[config.mk]
export PLATFORM = sky130hd
export DESIGN_NAME = pic_top
export DESIGN_NICKNAME = d
export VERILOG_FILES = /design/src/logic/pic_pkg.sv /design/src/logic/pic_decode.sv /design/src/logic/pic_execute.sv /design/src/logic/pic_result.sv /design/src/logic/pic_top.sv
export SDC_FILE = /design/constraint.sdc
export NUM_CORES = 1
export LEC_CHECK = 0
export ABC_AREA = 1
export BUFFER_PORTS_ARGS = -buffer_cell sky130_fd_sc_hd__buf_2
export CORE_AREA = 2 2 78 80
export CTS_BUF_LIST = sky130_fd_sc_hd__clkbuf_8
export DETAILED_ROUTE_END_ITERATION = 6
export DIE_AREA = 0 0 80 82
export GPL_TIMING_DRIVEN = 0
export PLACE_DENSITY_LB_ADDON = 0.05
export SYNTH_ARGS = -nofsm -noshare
export SYNTH_HDL_FRONTEND = slang
export SYNTH_SLANG_ARGS = --single-unit
[constraint.sdc]
create_clock -name clk -period 2.2 [get_ports clk]
set_input_delay 0.33 -clock clk [delete_from_list [all_inputs] [get_ports clk]]
set_output_delay 0.33 -clock clk [all_outputs]
set_load 0.05 [all_outputs]
[src/logic/pic_pkg.sv]
package pic_pkg;

    // register window offsets, any other paddr value is an error
    localparam logic [7:0] ADDR_COMMAND = 8'd0;
    localparam logic [7:0] ADDR_DATA    = 8'd1;

    // fixed by the 3-bit line index carried in the vector
    localparam int NUM_LINES = 8;

    // initialisation sequence, ICW3 is skipped since there is no cascade
    typedef enum logic [2:0] {
        INIT_ICW1,
        INIT_ICW2,
        INIT_ICW4,
        INIT_IDLE
    } init_state_e;

    // what a read of the command register returns
    typedef enum logic [1:0] {
        READ_NONE,
        READ_IRR,
        READ_ISR
    } read_sel_e;

    // OCW2 code field in data bits 7 to 5, unlisted codes are ignored
    typedef enum logic [2:0] {
        EOI_NONSPECIFIC = 3'b001,
        EOI_SPECIFIC    = 3'b011
    } ocw_cmd_e;

    // register state and command pulses from decode
    typedef struct packed {
        logic       eoi_nonspecific;
        logic       eoi_specific;
        logic [2:0] eoi_line;
        logic [4:0] vector_base;
        logic [7:0] mask;
        read_sel_e  read_sel;
    } pic_cmd_t;

    // request and service registers from execute
    typedef struct packed {
        logic [7:0] irr;
        logic [7:0] isr;
    } pic_status_t;

    // APB phase and address decode from decode
    typedef struct packed {
        logic access;
        logic read;
        logic bad_addr;
        logic addr_data;
    } pic_bus_t;

endpackage

[src/logic/pic_decode.sv]
`timescale 1ns/1ps

module pic_decode (
    input  logic              clk,
    input  logic              reset,
    input  logic              psel,
    input  logic              penable,
    input  logic              pwrite,
    input  logic [7:0]        paddr,
    input  logic [7:0]        pwdata,
    output pic_pkg::pic_cmd_t cmd,
    output pic_pkg::pic_bus_t bus
);

    pic_pkg::init_state_e init_state;
    pic_pkg::init_state_e init_next;
    pic_pkg::read_sel_e   read_sel;
    pic_pkg::read_sel_e   read_sel_next;
    pic_pkg::ocw_cmd_e    ocw_cmd;

    logic [4:0] vector_base;
    logic [7:0] mask;

    logic access;
    logic hit_command;
    logic hit_data;
    logic wr_command;
    logic wr_data;
    logic in_idle;
    logic icw1_write;
    logic ocw2_write;
    logic ocw3_write;

    // with no wait states the access phase is a single cycle,
    // so every write completes on the edge that ends it
    assign access      = psel & penable;
    assign hit_command = (paddr == pic_pkg::ADDR_COMMAND);
    assign hit_data    = (paddr == pic_pkg::ADDR_DATA);
    assign wr_command  = access & pwrite & hit_command;
    assign wr_data     = access & pwrite & hit_data;
    assign in_idle     = (init_state == pic_pkg::INIT_IDLE);

    // bit 4 marks ICW1 whatever state we are in
    assign icw1_write = wr_command & pwdata[4];
    assign ocw3_write = wr_command & in_idle & ~pwdata[4] & pwdata[3];
    assign ocw2_write = wr_command & in_idle & (pwdata[4:3] == 2'b00);

    assign ocw_cmd = pic_pkg::ocw_cmd_e'(pwdata[7:5]);

    always_comb begin
        init_next = init_state;
        if (icw1_write) begin
            init_next = pic_pkg::INIT_ICW2;
        end else begin
            case (init_state)
                pic_pkg::INIT_ICW2: begin
                    if (wr_data) begin
                        init_next = pic_pkg::INIT_ICW4;
                    end
                end
                pic_pkg::INIT_ICW4: begin
                    if (wr_data) begin
                        init_next = pic_pkg::INIT_IDLE;
                    end
                end
                default: begin
                    init_next = init_state;
                end
            endcase
        end
    end

    always_ff @(posedge clk or posedge reset) begin
        if (reset) begin
            init_state <= pic_pkg::INIT_ICW1;
        end else begin
            init_state <= init_next;
        end
    end

    // ICW2 carries the vector base in its top five bits
    always_ff @(posedge clk or posedge reset) begin
        if (reset) begin
            vector_base <= 5'd0;
        end else if (wr_data && init_state == pic_pkg::INIT_ICW2) begin
            vector_base <= pwdata[7:3];
        end
    end

    // all lines stay disabled until the host writes a mask
    always_ff @(posedge clk or posedge reset) begin
        if (reset) begin
            mask <= 8'd0;
        end else if (wr_data && in_idle) begin
            mask <= pwdata;
        end
    end

    always_comb begin
        case (pwdata[1:0])
            2'b10:   read_sel_next = pic_pkg::READ_IRR;
            2'b11:   read_sel_next = pic_pkg::READ_ISR;
            default: read_sel_next = pic_pkg::READ_NONE;
        endcase
    end

    always_ff @(posedge clk or posedge reset) begin
        if (reset) begin
            read_sel <= pic_pkg::READ_NONE;
        end else if (ocw3_write) begin
            read_sel <= read_sel_next;
        end
    end

    // EOI pulses last exactly the one access cycle of the write
    assign cmd.eoi_nonspecific = ocw2_write & (ocw_cmd == pic_pkg::EOI_NONSPECIFIC);
    assign cmd.eoi_specific    = ocw2_write & (ocw_cmd == pic_pkg::EOI_SPECIFIC);
    assign cmd.eoi_line        = pwdata[2:0];
    assign cmd.vector_base     = vector_base;
    assign cmd.mask            = mask;
    assign cmd.read_sel        = read_sel;

    assign bus.access    = access;
    assign bus.read      = ~pwrite;
    assign bus.bad_addr  = ~(hit_command | hit_data);
    assign bus.addr_data = hit_data;

    // an EOI pulse lasts one cycle because APB puts a setup or idle cycle after every access
    a_eoi_single_cycle: assert property (
        @(posedge clk) disable iff (reset)
        (cmd.eoi_nonspecific || cmd.eoi_specific)
            |=> !(cmd.eoi_nonspecific || cmd.eoi_specific)
    );

endmodule

[src/logic/pic_execute.sv]
`timescale 1ns/1ps

module pic_execute (
    input  logic                 clk,
    input  logic                 reset,
    input  logic [7:0]           intr_in,
    input  logic                 inta,
    input  pic_pkg::pic_cmd_t    cmd,
    output pic_pkg::pic_status_t status,
    output logic                 intr,
    output logic [2:0]           line
);

    logic [7:0] intr_sample;
    logic [7:0] intr_last;
    logic [7:0] edges;
    logic [7:0] irr;
    logic [7:0] isr;
    logic [7:0] isr_after_eoi;
    logic [7:0] won_onehot;
    logic [2:0] winner;
    logic [2:0] won_line;
    logic       pending;
    logic       stop;
    logic       won_valid;
    logic       ack;

    // the input is sampled once, then compared with the previous sample,
    // which puts the IRR update one edge after the sampling edge
    always_ff @(posedge clk or posedge reset) begin
        if (reset) begin
            intr_sample <= 8'd0;
            intr_last   <= 8'd0;
        end else begin
            intr_sample <= intr_in;
            intr_last   <= intr_sample;
        end
    end

    assign edges = intr_sample & ~intr_last;

    // scan from line 0, a line in service blocks itself and everything below it
    always_comb begin
        stop    = 1'b0;
        pending = 1'b0;
        winner  = 3'd0;
        for (int i = 0; i < pic_pkg::NUM_LINES; i++) begin
            if (!stop) begin
                if (isr[i]) begin
                    stop = 1'b1;
                end else if (irr[i]) begin
                    stop    = 1'b1;
                    pending = 1'b1;
                    winner  = 3'(i);
                end
            end
        end
    end

    // the host acknowledges what it saw as the winner one cycle earlier
    always_ff @(posedge clk or posedge reset) begin
        if (reset) begin
            won_line  <= 3'd0;
            won_valid <= 1'b0;
        end else begin
            won_line  <= winner;
            won_valid <= pending;
        end
    end

    assign ack        = inta & won_valid;
    assign won_onehot = 8'd1 << won_line;

    // edges arriving during an acknowledge are dropped
    always_ff @(posedge clk or posedge reset) begin
        if (reset) begin
            irr <= 8'd0;
        end else if (inta) begin
            if (ack) begin
                irr <= irr & ~won_onehot;
            end
        end else begin
            irr <= irr | (edges & cmd.mask);
        end
    end

    always_comb begin
        isr_after_eoi = isr;
        if (cmd.eoi_nonspecific) begin
            // x & (x - 1) drops the lowest set bit, which is the highest priority
            isr_after_eoi = isr & (isr - 8'd1);
        end else if (cmd.eoi_specific) begin
            isr_after_eoi[cmd.eoi_line] = 1'b0;
        end
    end

    always_ff @(posedge clk or posedge reset) begin
        if (reset) begin
            isr <= 8'd0;
        end else if (ack) begin
            isr <= isr_after_eoi | won_onehot;
        end else begin
            isr <= isr_after_eoi;
        end
    end

    assign intr       = pending & ~inta;
    assign line       = winner;
    assign status.irr = irr;
    assign status.isr = isr;

    // an acknowledge only moves a request that is still pending and not yet in service
    a_ack_from_pending: assert property (
        @(posedge clk) disable iff (reset)
        ack |-> (irr[won_line] && !isr[won_line])
    );

    // a line only enters service through an acknowledge
    a_isr_set_by_inta: assert property (
        @(posedge clk) disable iff (reset)
        (|(status.isr & ~$past(status.isr))) |-> $past(inta)
    );

endmodule

[src/logic/pic_result.sv]
`timescale 1ns/1ps

module pic_result (
    input  pic_pkg::pic_bus_t    bus,
    input  pic_pkg::pic_cmd_t    cmd,
    input  pic_pkg::pic_status_t status,
    input  logic [2:0]           line,
    input  logic                 intr,
    output logic [7:0]           prdata,
    output logic                 pready,
    output logic                 pslverr,
    output logic [7:0]           vector
);

    logic [7:0] command_val;
    logic       good_read;

    // the command register shows whichever of IRR and ISR OCW3 picked
    always_comb begin
        case (cmd.read_sel)
            pic_pkg::READ_IRR: command_val = status.irr;
            pic_pkg::READ_ISR: command_val = status.isr;
            default:           command_val = 8'd0;
        endcase
    end

    assign good_read = bus.access & bus.read & ~bus.bad_addr;

    // read data is only driven during a valid access, zero otherwise
    always_comb begin
        if (!good_read) begin
            prdata = 8'd0;
        end else if (bus.addr_data) begin
            prdata = cmd.mask;
        end else begin
            prdata = command_val;
        end
    end

    // no wait states, every access phase completes at once
    assign pready  = bus.access;
    assign pslverr = bus.access & bus.bad_addr;

    // base in the top five bits, line number in the bottom three
    assign vector = intr ? {cmd.vector_base, line} : 8'd0;

endmodule

[src/logic/pic_top.sv]
`timescale 1ns/1ps

module pic_top (
    input  logic       clk,
    input  logic       reset,
    input  logic       psel,
    input  logic       penable,
    input  logic       pwrite,
    input  logic [7:0] paddr,
    input  logic [7:0] pwdata,
    output logic [7:0] prdata,
    output logic       pready,
    output logic       pslverr,
    input  logic [7:0] intr_in,
    input  logic       inta,
    output logic       intr,
    output logic [7:0] vector
);

    pic_pkg::pic_cmd_t    cmd;
    pic_pkg::pic_bus_t    bus;
    pic_pkg::pic_status_t status;
    logic [2:0]           line;

    pic_decode u_decode (
        .clk     (clk),
        .reset   (reset),
        .psel    (psel),
        .penable (penable),
        .pwrite  (pwrite),
        .paddr   (paddr),
        .pwdata  (pwdata),
        .cmd     (cmd),
        .bus     (bus)
    );

    pic_execute u_execute (
        .clk     (clk),
        .reset   (reset),
        .intr_in (intr_in),
        .inta    (inta),
        .cmd     (cmd),
        .status  (status),
        .intr    (intr),
        .line    (line)
    );

    pic_result u_result (
        .bus     (bus),
        .cmd     (cmd),
        .status  (status),
        .line    (line),
        .intr    (intr),
        .prdata  (prdata),
        .pready  (pready),
        .pslverr (pslverr),
        .vector  (vector)
    );

endmodule

* After elaboration in Yosys (flattened, before gate mapping)
Cells that the tools add are included.
** Word-level totals
- Register bits after elaboration :: 54
- Input bits :: 30
- Word-level logic and storage cells :: 144
** Operators by class
- $add $sub $neg :: 1
- Order comparisons :: 2
- Equality and inequality tests :: 13
- Shift operators :: 1
- Mux-type cells :: 79
- Bitwise operators :: 31
- Reduce and logical (&&, ||, !) cells :: 7
** Operator list (number)
- 2-to-1 mux 3 bit :: 23
- 2-to-1 mux 8 bit :: 8
- 2-to-1 mux 1 bit :: 44
- AND 8 bit :: 5
- NOT 8 bit :: 3
- AND 1 bit :: 16
- OR 8 bit :: 2
- case mux 8 bit (2 select lines) :: 1
- == test 3 x 2 -> 1 bit, second input constant :: 3
- == test 8 x 1 -> 1 bit, second input constant :: 1
- zero test 8 bit :: 1
- left shift 1 x 3 -> 8 bit, first input constant :: 1
- subtractor 8 x 1 -> 8 bit, second input constant :: 1
- == test 2 bit, second input constant :: 3
- == test 3 x 1 -> 1 bit, second input constant :: 2
- inequality test 3 x 1 -> 1 bit, second input constant :: 2
- case mux 3 bit (2 select lines) :: 1
- < comparator 3 x 4 -> 1 bit, second input constant :: 1
- NOT 1 bit :: 4
- case mux 2 bit (2 select lines) :: 1
- demux 1 bit (select 3 bit) :: 1
- >= comparator 3 x 1 -> 1 bit, second input constant :: 1
- logical AND 1 bit :: 3
- AND reduction 3 bit :: 1
- other kinds (5) :: 5

* Logic depth before layout (Yosys ltp)
Gate-level depths: netlist of run 1.
- Depth after elaboration :: 25
- Mapped depth :: 11
- Gate-level depth less buffers :: 10

* Hierarchy
A second synthesis of run 1 with hierarchy kept.
** Second synthesis, totals
- Cell total of the unflattened synthesis :: 361
- Area total of the unflattened synthesis :: 2821.5 µm²
** By module, submodules not included
- pic_execute :: instances 1, cells an instance 169, area each 1536.5 µm², seq. area each 900.9 µm²
- pic_decode :: instances 1, cells an instance 115, area each 924.6 µm², seq. area each 425.4 µm²
- pic_result :: instances 1, cells an instance 77, area each 360.3 µm², seq. area each 0.0 µm²

* Least setup slack after synthesis of run 1
OpenSTA, ideal clock, no wires.
- Path kind :: in2out
- From :: input port psel
- To :: output port prdata[0]
- Arrival :: 1867 ps
- Data required time :: 1870 ps
- Setup slack :: 3 ps
- Cell stages on the path :: 4
- Buffers on the path :: 0
- Path through :: nand2_1 > inv_1 > nand3_1 > a21oi_1
** Between the ends
- Cells in the longest elaborated chain, start to end :: 4
** RTL lines
- from (decl) :: RTL line pic_top.sv:6 : input logic psel,
- AND 1 bit :: RTL line pic_decode.sv:36 : assign access = psel & penable;
- net pready :: RTL line pic_top.sv:12 : output logic pready,
- AND 1 bit (2 in a row) :: RTL line pic_result.sv:27 : assign good_read = bus.access & bus.read & ~bus.bad_addr;
- 2-to-1 mux 8 bit :: RTL line pic_result.sv:31 : if (!good_read) begin
- to (decl) :: RTL line pic_top.sv:11 : output logic [7:0] prdata,
The timed path passes the listed nets, and every way through them passes these cells.

* Final worst setup path of run 1
- From :: register u_execute.irr[0]
- To :: output port vector[4]
** Between the ends
- Cells in the longest elaborated chain, start to end :: 25
** RTL lines
- from (decl) :: RTL line pic_execute.sv:17 : logic [7:0] irr;
- from (signal assigned) :: RTL line pic_execute.sv:80 : irr <= irr & ~won_onehot;
- from (signal assigned) :: RTL line pic_execute.sv:83 : irr <= irr | (edges & cmd.mask);
- 2-to-1 mux 1 bit * :: RTL line pic_execute.sv:51 : end else if (irr[i]) begin
- 2-to-1 mux 1 bit :: RTL line pic_execute.sv:49 : if (isr[i]) begin
- 2-to-1 mux 1 bit :: RTL line pic_execute.sv:51
- 2-to-1 mux 1 bit :: RTL line pic_execute.sv:49
- 2-to-1 mux 1 bit :: RTL line pic_execute.sv:48 : if (!stop) begin
- 2-to-1 mux 1 bit :: RTL line pic_execute.sv:51
- 2-to-1 mux 1 bit :: RTL line pic_execute.sv:49
- 2-to-1 mux 1 bit :: RTL line pic_execute.sv:48
- [10 not listed]
- 2-to-1 mux 1 bit :: RTL line pic_execute.sv:49
- 2-to-1 mux 1 bit :: RTL line pic_execute.sv:48
- 2-to-1 mux 1 bit :: RTL line pic_execute.sv:51
- 2-to-1 mux 1 bit :: RTL line pic_execute.sv:49
- 2-to-1 mux 1 bit * :: RTL line pic_execute.sv:48
- net u_execute.pending :: RTL line pic_execute.sv:23 : logic pending;
- AND 1 bit * :: RTL line pic_execute.sv:107 : assign intr = pending & ~inta;
- 2-to-1 mux 8 bit * :: RTL line pic_result.sv:45 : assign vector = intr ? {cmd.vector_base, line} : 8'd0;
- to (decl) :: RTL line pic_top.sv:17 : output logic [7:0] vector
The timed path passes the listed nets; every way through them passes the cells marked *.

==> metrics.txt, run 1 <==
CTS clk-pin slew, worst paths=0.10 ns; total of max-cap violations=0; Worst R2R Setup Slack=0.69 ns; CTS Sinks=53; ANT nets after route=0; Slowest cell on crit path=dfrtp_1; worst slew pin tran=0.551 ns; dominant cells by area after synthesis=dfrtp_1, nand2_1, inv_1; worst setup path start=u_execute.irr[0]; critical path depth in cells=10; DIE WIDTH=80 um; CP Capture Point=vector[4]; max-slew violations=0; Initial Utilization=47.7%; initial antenna violation count=0; Setup violations, final=8; crit-path cells=nor2_4 > nand4_1 > nor2_2 > nand3_1 > nand2_2 > inv_2 > nand2_4 > nand2_8 > nor2_2 > buf_6; fill count=565; Tcrit/Tclk final=104%; failing checks=setup timing; CP max stage delay=0.43 ns; Pre-Repair DR Iteration Count=4; worst r2r src=u_execute.irr[2]; hold buffers post-CTS=0; leakage=1.68 nW; peak supply drop=445 uV; Iteration-0 DRC Markers=140; Most common cell on crit path=nor2_2; Area growth syn-to-layout=24.2%; RSZ-0062 raised after global routing=true; clk_lat worst skew=0.31 ns; All-Layer GR Usage=21.3%; type of origin of the critical path=flip-flop; fin nets=437; Ys Warns=0; Synth top area share=48.4%; CP Class=reg2out; via count=2382; syn avg cell area=7.97 sq um; CTS tree=done; placed cell area=0.00310 sq mm; CP Capture Type=output pin; clock tree buffer depth=2; WP buf/inv=2; vias in the first global route=2320; core area=0.00575 sq mm; final WL=6320 um; CTS H-tree depth=2; first-pass GRT wire length=10600 um; routability cong.=0.939; critical path fanouts, max=8; Num CTS Buffers=5; DP Worst Slack=0.0302 ns; DR DRC count=0; critical path's top delay family=simple AND/OR/NAND/NOR gates; clock skew=0.00588 ns; post-route cell area=0.00341 sq mm; Final Hold Fails=0; worst reg-to-reg path cell count=8; cell row count=28; Slew HR=63.2%; Post-Syn Area=0.00274 sq mm; status=finished, violations left; Total Die Area=0.00656 sq mm; synthesized instance count=344; Synth Register Bits=53; Antenna Cells=0; Critical Path RT=1.87 ns; Final WS setup=-0.0840 ns; end-of-flow core utilization=59.3%; register area share after synthesis=48.4%; I/O pin count=49; drt wl/cell=13.1 um; Die Y=82 um; clk root buf=clkbuf_8; fraction of layout cells with a size suffix above 1=28.6%; Critical Path AT=1.95 ns; Max Fclk=438 MHz; routed vias/inst=4.95; post-DP HPWL=4900 um; largest net degree at the start of global routing=30; I/O Buffers=48; r2r endpoint=u_execute.won_line[1]; post-synth cell types=30; syn_nets=376; remaining global-route overflow=0; area leader, netlist=dfrtp_1; minimum clock period=2.28 ns; P per Cell Area=522 mW/mm^2; Hold Path Class=in2async
==> cell type report <==
class	instances	area (sq um)	share of cell area [%]
Multi-Input combinational cell	220	1210	35.6
Timing Repair Buffer	54	375	11.0
Clock inverter	3	43.8	1.29
Inverter	69	260	7.64
Clock buffer	5	68.8	2.02
Sequential cell	53	1330	39.0
Buffer	2	22.5	0.661
Tap cell	75	93.8	2.76
==> kinds of logic after synthesis <==
group | Yosys count | share of synthesized area, %
and+or+nand+nor | 174 | 31.1
AOI/OAI and AO/OA | 44 | 9.31
buffers and inverters | 71 | 10.3
adders and majority gates | 2 | 0.913
DFF | 53 | 48.4
==> sequential cells by signal (all words and copies together) (netlist names) <==
signal,flops
u_execute.won_valid,1
u_decode.mask,8
u_decode.vector_base,5
u_execute.isr,8
u_execute.intr_last,8
u_execute.won_line,3
u_decode.init_state,2
u_decode.read_sel,2
u_execute.intr_sample,8
u_execute.irr,8
==> power by group <==
part           internal, W  total, W  switching (W)
combinational    0.0000343  0.000106      0.0000720
sequential        0.000989  0.000996     0.00000680
clock             0.000341  0.000674       0.000332
total              0.00137   0.00178       0.000411
==> synthesized netlist by cell type (all sizes together) <==
library cell and number:
o22ai 3, a22oi 1, inv 67, buf 2, dfrtp 53, o21bai 1
nor3b 1, clkinv 2, o21ai 28, a21oi 10, nor2 39, nand3 35
nor3 15, a22o 1, ha 2, nand2 76, nor4 2, nand4 6
==> worst reg2reg max path: stages, from the launching register on <==
cell     delay, ns
dfrtp_1       0.39
inv_1         0.10
nand4_1       0.14
nor2_2        0.06
nand3_1       0.10
nand2_2       0.08
buf_4         0.13
nor3_1        0.32
inv_1         0.08
==> per-layer routing <==
metal  wire length (um)  GRT usage, %
met1               2980          29.2
met3                307          3.30
met5                  0             0
met4                127          9.66
met2               2900          33.5
==> timing repair <==
item                                    in CTS  in global routing
endpoints found under the setup margin       9                 17
setup buffers                                5                  0
endpoints found under the hold margin        0                  0
pin swaps                                    2                  1
gates resized for setup                     32                 26
==> metrics by stage <==
stage               instances  hold WS [ns]  total power (W)  TNS, ns
floorplan                 344         0.354          0.00107        0
global placement          467         0.358          0.00112    -4.66
global route              481        0.0928          0.00186    -1.81
detailed placement        468         0.364          0.00112        0
finish                    481        0.0473          0.00178   -0.552
CTS                       481        0.0612          0.00180   -0.463
==> cell usage in the layout, fill, tap and decap left out, types with 2 or more instances in the layout <==
| cell type | instances |
|---|---|
| nand4_1 | 4 |
| o22ai_1 | 3 |
| dfrtp_1 | 52 |
| o21ai_1 | 8 |
| o21ai_2 | 6 |
| nand2_2 | 6 |
| clkinv_2 | 2 |
| inv_1 | 60 |
| nor4_1 | 2 |
| a21oi_2 | 2 |
| buf_6 | 10 |
| inv_2 | 7 |
| nand2_1 | 68 |
| nor2_1 | 21 |
| buf_2 | 32 |
| nand3_2 | 2 |
| o21ai_0 | 14 |
| a21oi_1 | 8 |
| clkbuf_8 | 5 |
| buf_4 | 11 |
| nor2_4 | 7 |
| nand3_1 | 32 |
| nor3_1 | 13 |
| nor2_2 | 11 |
==> worst min-delay path by stage <==
stage	from	end	slack, ns	cells past startpoint
after floorplan	u_execute.intr_sample[0]	u_execute.intr_last[0]	0.35	0
after global placement	u_execute.intr_sample[2]	u_execute.intr_last[2]	0.36	0
after detailed placement	u_execute.intr_sample[6]	u_execute.intr_last[6]	0.36	0
after CTS	reset	u_execute.intr_sample[4]	0.06	2
after global routing	reset	u_execute.irr[3]	0.09	2
final	reset	u_execute.intr_sample[4]	0.05	2
Note: power is estimated with default switching activity, not from simulation.
==> run 2, diff against run 1 <==
--- a/config.mk
+++ b/config.mk
@@ -7,10 +7,10 @@
 export LEC_CHECK = 0
 export ABC_AREA = 1
 export BUFFER_PORTS_ARGS = -buffer_cell sky130_fd_sc_hd__buf_2
-export CORE_AREA = 2 2 78 80
+export CORE_AREA = 4 4 80 82
 export CTS_BUF_LIST = sky130_fd_sc_hd__clkbuf_8
 export DETAILED_ROUTE_END_ITERATION = 6
-export DIE_AREA = 0 0 80 82
+export DIE_AREA = 0 0 84 86
 export GPL_TIMING_DRIVEN = 0
 export PLACE_DENSITY_LB_ADDON = 0.05
 export SYNTH_ARGS = -nofsm -noshare
==> run 2 against run 1 <==
Compared with the run above: the run still ends with setup timing left; clock power fell by 20%; register-to-register slack is essentially flat; maximum frequency up 1.1%; utilization grew 0.33 points; worst hold slack improved by 0.0028 ns; worst setup slack better by 0.025 ns; critical path type unchanged; count of clock-buffer cells in the layout is the same; non-clock buffer count up 5; largest power group unchanged; flip-flop and latch count stayed put; clock skew rose by 0.0051 ns; routed wire length increased by 2.0%.
==> metrics.txt, run 2 (synthesis gave the netlist of run 1 again) <==
Top Metal Used=met4 (unchanged); vias in the first global route=2330 (was 2320); area of the multi-input gates=0.00122 sq mm (was 0.00121 sq mm); clk root buf=clkbuf_8 (unchanged); status=finished, violations left (unchanged); RSZ-0062 raised after global routing=true (unchanged); CTS H-tree depth=2 (unchanged); most frequent cells in the layout=nand2_1, inv_1, dfrtp_1 (unchanged); Most common cell on crit path=nor2_2 (unchanged); Slowest cell on crit path=dfrtp_1 (unchanged); hold buffers post-CTS=0 (unchanged); fin nets=442 (was 437); post-DP HPWL=5050 um (was 4900 um); total power=0.00164 W (was 0.00178 W); remaining global-route overflow=0 (unchanged); largest net degree at the start of global routing=30 (unchanged); Critical Path RT=1.87 ns (about the same); Final Hold Fails=0 (unchanged); Tcrit/Tclk final=103% (was 104%); I/O Buffers=48 (unchanged); Clock Power Share=32.9% (was 37.9%); cell row count=28 (unchanged); Antenna Cells=0 (unchanged); Iteration-0 DRC Markers=158 (was 140); ANT nets after route=0 (unchanged); r2r endpoint=u_execute.isr[5] (was u_execute.won_line[1]); Total Die Area=0.00722 sq mm (was 0.00656 sq mm); worst reg-to-reg path cell count=7 (was 8); Final WS setup=-0.0587 ns (was -0.0840 ns); Area growth syn-to-layout=24.9% (was 24.2%); crit-path cells=nor2_4 > inv_2 > nor2_2 > nand3_1 > nand2_2 > inv_4 > nand2_4 > nand2_8 > nor2_2 > buf_6 (was nor2_4 > nand4_1 > nor2_2 > nand3_1 > nand2_2 > inv_2 > nand2_4 > nand2_8 > nor2_2 > buf_6); Int Pwr=0.00124 W (was 0.00137 W); failing checks=setup timing (unchanged); CTS tree=done (unchanged); CTS clk-pin slew, worst paths=0.10 ns (about the same); commonest non-fill, non-tap cell in the layout=nand2_1 (unchanged); Placed Cells=468 (unchanged); minimum clock period=2.26 ns (was 2.28 ns); clock skew=0.0110 ns (was 0.00588 ns); Max Fclk=443 MHz (was 438 MHz); All-Layer GR Usage=18.7% (was 21.3%); Pre-Repair DR Iteration Count=4 (unchanged); Critical Path AT=1.93 ns (was 1.95 ns); metal2 WL=3020 um (was 2900 um); CP Class=reg2out (unchanged); Die Y=86 um (was 82 um); DR DRC count=0 (unchanged); via count=2393 (was 2382); worst r2r src=u_decode.init_state[0] (was u_execute.irr[2]); CTS Sinks=53 (unchanged); Hold Path Class=in2async (unchanged); I/O pin count=49 (unchanged); Setup violations, final=8 (unchanged); Initial Utilization=47.7% (unchanged); Num CTS Buffers=5 (unchanged); fraction of layout cells with a size suffix above 1=30.2% (was 28.6%); Metal-1 WL=3050 um (was 2980 um); Sequential Power Share=60.6% (was 56.1%); worst slew pin tran=0.532 ns (was 0.551 ns); max-slew violations=0 (unchanged); critical path fanouts, max=8 (unchanged); CP max stage delay=0.42 ns (was 0.43 ns); routed vias/inst=4.92 (was 4.95); Slew HR=64.5% (was 63.2%); leakage=1.69 nW (was 1.68 nW); fin cells=486 (was 481); fill count=547 (was 565); peak supply drop=378 uV (was 445 uV); P per Cell Area=480 mW/mm^2 (was 522 mW/mm^2); initial antenna violation count=0 (unchanged); DIE WIDTH=84 um (was 80 um); met3 routed WL=311 um (was 307 um); type of origin of the critical path=flip-flop (unchanged); drt wl/cell=13.3 um (was 13.1 um); routability cong.=0.866 (was 0.939); first-pass GRT wire length=10700 um (was 10600 um); Sw Ratio=24.3% (was 23.2%); Gate power share=6.5% (was 6.0%); Worst R2R Setup Slack=0.68 ns (was 0.69 ns); total of max-cap violations=0 (unchanged); core area=0.00575 sq mm (unchanged); FF/Latch Area=0.00133 sq mm (about the same); clk_lat worst skew=0.31 ns (about the same); clock tree buffer depth=2 (unchanged); final WL=6440 um (was 6320 um); Sw Pwr=0.000399 W (was 0.000411 W); CP Capture Type=output pin (unchanged)
## run 2: changes by cell type in the layout (fill, tap and decap cells not counted), moves of 2 or more
cell / change
buf_4: +5
clkinvlp_4: +2
nor2_1: -2
nor2_2: +3
## run 2: how the worst max path moves through the flow
stage                                         to  slack (ns)  depth (start not counted)             start
after floorplan                        prdata[0]       0.003                          4              psel
after global placement    u_decode.init_state[0]        -0.1                          2             reset
after detailed placement               prdata[3]        0.02                          9          paddr[2]
after CTS                              vector[3]       -0.02                         10  u_execute.irr[1]
after global routing                   vector[4]       -0.25                         10  u_execute.irr[1]
final                                  vector[5]       -0.06                         10  u_execute.isr[0]
## run 2: worst max-delay path: cells and delay by family, from the launching register on
| kind | cells | cell delay (ns) |
|---|---|---|
| buffers and inverters | 3 | 0.26 |
| AND/OR/NAND/NOR | 7 | 0.92 |
| flip-flops | 1 | 0.42 |
## run 2: routing by layer
| metal | vias up | track usage (%) |
|---|---|---|
| met5 | - | 0 |
| met4 | 0 | 5.41 |
| met3 | 7 | 4.61 |
| met2 | 53 | 29.5 |
| met1 | 1110 | 25.6 |
| li1 | 1223 | - |
## run 2: cell type report
| type | count | area share, % |
|---|---|---|
| inverter | 69 | 7.67 |
| tap | 75 | 2.74 |
| multi-input combinational | 220 | 35.5 |
| sequential | 53 | 38.7 |
| buffer | 2 | 0.658 |
| timing repair buffer | 59 | 12.1 |
| clock inverter | 3 | 0.548 |
| clock buffer | 5 | 2.01 |
## run 2: stage by stage
| stage | utilization, % | instance area (sq um) | setup slack (ns) | TNS [ns] | hold slack [ns] |
|---|---|---|---|---|---|
| after detailed placement | 53.9 | 3100 | 0.0249 | 0 | 0.364 |
| final | 59.6 | 3420 | -0.0587 | -0.420 | 0.0501 |
| after CTS | 58.3 | 3350 | -0.0247 | -0.145 | 0.0627 |
| after global routing | 59.6 | 3420 | -0.248 | -2.01 | 0.0776 |
| after global placement | 53.5 | 3080 | -0.0963 | -4.97 | 0.359 |
| after floorplan | - | 2740 | 0.00327 | 0 | 0.354 |
## run 2: repair_timing
action,CTS,global route
cloned,0,0
resized for setup,32,31
endpoints found under the setup margin,9,17
pin swaps,6,2
buffers inserted,9,1
## run 2: power groups by stage
stage	Combinational, W	Sequential, W	Clock, W
finish	0.000107	0.000996	0.000540
global route	0.000122	0.000998	0.000602
CTS	0.000109	0.000997	0.000561
detailed placement	0.000107	0.00102	0
global placement	0.000102	0.00102	0
floorplan	0.0000557	0.00101	0
==> run 3, diff against run 2 <==
--- a/config.mk
+++ b/config.mk
@@ -5,12 +5,11 @@
 export SDC_FILE = /design/constraint.sdc
 export NUM_CORES = 1
 export LEC_CHECK = 0
-export ABC_AREA = 1
 export BUFFER_PORTS_ARGS = -buffer_cell sky130_fd_sc_hd__buf_2
-export CORE_AREA = 4 4 80 82
+export CORE_AREA = 4 4 78 80
 export CTS_BUF_LIST = sky130_fd_sc_hd__clkbuf_8
 export DETAILED_ROUTE_END_ITERATION = 6
-export DIE_AREA = 0 0 84 86
+export DIE_AREA = 0 0 82 84
 export GPL_TIMING_DRIVEN = 0
 export PLACE_DENSITY_LB_ADDON = 0.05
 export SYNTH_ARGS = -nofsm -noshare
==> run 3 against run 2 <==
Compared with the run above: utilization up 0.79 points; the flow still finishes with violations (setup timing); highest routed layer unchanged; critical endpoint is now vector[1]; largest power group unchanged; largest cell class is now multi-input combinational cells; global-route usage up 1.1 points; count of clock-buffer cells in the layout unchanged.
==> metrics.txt, run 3 <==
crit-path cells=or4_4 > or4b_4 > o32ai_4 > nor2b_4 > buf_8 (was nor2_4 > inv_2 > nor2_2 > nand3_1 > nand2_2 > inv_4 > nand2_4 > nand2_8 > nor2_2 > buf_6); Worst R2R Setup Slack=0.16 ns (was 0.68 ns); area leader, netlist=dfrtp_1 (unchanged); routed vias/inst=5.49 (was 4.92); EDFF count, synth=0 (unchanged); met1 usage=27.6% (was 25.6%); Pre-Repair DR Iteration Count=4 (unchanged); Initial Utilization=48.4% (was 47.7%); clk root buf=clkbuf_8 (unchanged); largest net degree at the start of global routing=32 (was 30); Antenna Cells=0 (unchanged); initial antenna violation count=0 (unchanged); post-DP HPWL=4810 um (was 5050 um); cell row count=27 (was 28); first-pass GRT wire length=10500 um (was 10700 um); most frequent cells after synthesis=dfrtp_1, nor2_1, mux2_2 (was nand2_1, inv_1, dfrtp_1); routability cong.=0.856 (was 0.866); r2r endpoint=u_execute.isr[6] (was u_execute.isr[5]); met3 usage=3.67% (was 4.61%); peak supply drop=324 uV (was 378 uV); worst slew pin tran=0.997 ns (was 0.532 ns); Post-Syn Area=0.00262 sq mm (was 0.00274 sq mm); Setup violations, final=9 (was 8); CP max stage delay=0.56 ns (was 0.42 ns); fill count=469 (was 547); total of max-cap violations=0 (unchanged); dominant cells by area after synthesis=dfrtp_1, nor2_1, mux2_2 (was dfrtp_1, nand2_1, inv_1); I/O pin count=49 (unchanged); I/O Buffers=48 (unchanged); Hold Path Class=in2async (unchanged); failing checks=setup timing (unchanged); drt wl/cell=16.6 um (was 13.3 um); clk_lat worst skew=0.30 ns (was 0.31 ns); async set-reset flop share out of synthesis=100% (unchanged); Most used DFF post-synth=dfrtp_1 (unchanged); leakage=1.56 nW (was 1.69 nW); hold buffers post-CTS=0 (unchanged); Die Y=84 um (was 86 um); Tcrit/Tclk final=120% (was 103%); Clock Power Share=31.9% (was 32.9%); synthesized instance count=258 (was 344); minimum clock period=2.63 ns (was 2.26 ns); core area=0.00541 sq mm (was 0.00575 sq mm); Area growth syn-to-layout=24.8% (was 24.9%); ANT nets after route=0 (unchanged); final WL=6480 um (was 6440 um); Total Die Area=0.00689 sq mm (was 0.00722 sq mm); setup TNS=-3.22 ns (was -0.420 ns); layer with the highest usage=met2 (unchanged); via count=2140 (was 2393); Max Fclk=380 MHz (was 443 MHz); syn_nets=290 (was 376); max-slew violations=0 (unchanged); DIE WIDTH=82 um (was 84 um); CTS H-tree depth=2 (unchanged); total power=0.00167 W (was 0.00164 W); Iteration-0 DRC Markers=157 (was 158); remaining global-route overflow=0 (unchanged); Gate power share=7.8% (was 6.5%); Critical Path AT=2.30 ns (was 1.93 ns); worst reg-to-reg path cell count=5 (was 7); register area share after synthesis=50.7% (was 48.4%); placed cell area=0.00305 sq mm (was 0.00310 sq mm); Slowest cell on crit path=or4b_4 (was dfrtp_1); post-route cell area=0.00326 sq mm (was 0.00342 sq mm); CTS clk-pin slew, worst paths=0.10 ns (about the same); status=finished, violations left (unchanged); Synth top area share=50.7% (was 48.4%); Slew HR=33.0% (was 64.5%); critical path's top delay family=simple AND/OR/NAND/NOR gates (unchanged); GR Util met2=31.4% (was 29.5%); CTS tree=done (unchanged); syn avg cell area=10.1 sq um (was 7.97 sq um); critical path fanouts, max=2 (was 8); Synth Register Bits=53 (unchanged); WP buf/inv=1 (was 3); P per Cell Area=511 mW/mm^2 (was 480 mW/mm^2); Final Hold Fails=0 (unchanged); fin nets=349 (was 442); RSZ-0062 raised after global routing=true (unchanged); Int Pwr=0.00126 W (was 0.00124 W); Sequential Power Share=60.3% (was 60.6%); fraction of layout cells with a size suffix above 1=36.2% (was 30.2%); type of origin of the critical path=flip-flop (unchanged); DR DRC count=0 (unchanged); vias in the first global route=2169 (was 2330); Critical Path RT=1.87 ns (about the same); Sw Ratio=24.3% (about the same); All-Layer GR Usage=19.7% (was 18.7%); commonest non-fill, non-tap cell in the layout=dfrtp_1 (was nand2_1); CTS Sinks=53 (unchanged); clock tree buffer depth=2 (unchanged); critical path depth in cells=5 (was 10); clock skew=0.00737 ns (was 0.0110 ns); Sw Pwr=0.000405 W (was 0.000399 W); CP Capture Type=output pin (unchanged); CP Class=reg2out (unchanged); worst r2r src=u_execute.isr[1] (was u_decode.init_state[0]); post-synth cell types=43 (was 30); Num CTS Buffers=5 (unchanged); Final WS setup=-0.434 ns (was -0.0587 ns); most frequent cells in the layout=dfrtp_1, nor2_1, buf_2 (was nand2_1, inv_1, dfrtp_1); Ys Warns=0 (unchanged)
[run 3: changes by cell type after synthesis, sizes merged, moves of 8 or more]
cell    delta
nor2      +14
o21ai     -24
clkbuf     +8
mux2i      +9
mux2      +15
nand3     -30
nand2     -67
inv       -56
[run 3: how the worst max path moves through the flow]
stage                                 from   endpoint  slack (ns)
after floorplan           u_execute.isr[1]  vector[3]       -0.22
after global routing      u_execute.irr[3]  vector[0]       -0.50
after CTS                 u_execute.irr[1]  vector[0]       -0.45
after detailed placement  u_execute.isr[1]  vector[6]       -0.37
final                     u_execute.irr[1]  vector[1]       -0.43
after global placement    u_execute.isr[1]  vector[6]       -0.38
[run 3: per-stage QoR]
| stage | hold slack, ns | util, % | setup slack [ns] | instances |
|---|---|---|---|---|
| after floorplan | 0.347 | - | -0.224 | 258 |
| after global placement | 0.351 | 56.1 | -0.377 | 378 |
| after detailed placement | 0.354 | 56.4 | -0.370 | 379 |
| after CTS | 0.0566 | 59.9 | -0.450 | 390 |
| after global routing | 0.0826 | 60.4 | -0.502 | 390 |
| final | 0.0479 | 60.4 | -0.434 | 390 |
[run 3: logic make-up after synthesis]
group	synth area share, %
AND/OR/NAND/NOR	22.9
flip-flops	50.7
AO/OA/AOI/OAI	12.7
multiplexers	9.90
buffers and inverters	2.87
adder cells (fa/ha/maj)	0.957
[run 3: repair_timing]
action,4_1_cts,5_1_grt
setup endpoints to repair,17,17
pin swaps,2,1
gates resized for setup,19,7
setup buffers,6,1
[run 3: power by group through the flow]
stage	logic [W]	clock network, W	registers, W
finish	0.000130	0.000532	0.00100
global route	0.000145	0.000588	0.00101
CTS	0.000131	0.000554	0.00100
detailed placement	0.000128	0	0.00102
global placement	0.000122	0	0.00102
floorplan	0.0000666	0	0.00102
[run 3: layout make-up]
class / instances / area, sq um / area share [%]
Buffer: 5 / 20.0 / 0.613
Clock buffer: 5 / 68.8 / 2.11
Clock inverter: 3 / 17.5 / 0.537
Inverter: 11 / 41.3 / 1.26
Multi-Input combinational cell: 185 / 1350 / 41.2
Sequential cell: 53 / 1330 / 40.7
Tap cell: 72 / 90.1 / 2.76
Timing Repair Buffer: 56 / 352 / 10.8
[run 3: metal layers]
metal	share of wire (%)	vias up	routed length (um)
li1	-	1038	-
met3	5.3	6	341
met1	45	1043	2930
met5	0	-	0
met4	1.2	0	75
met2	48	53	3130
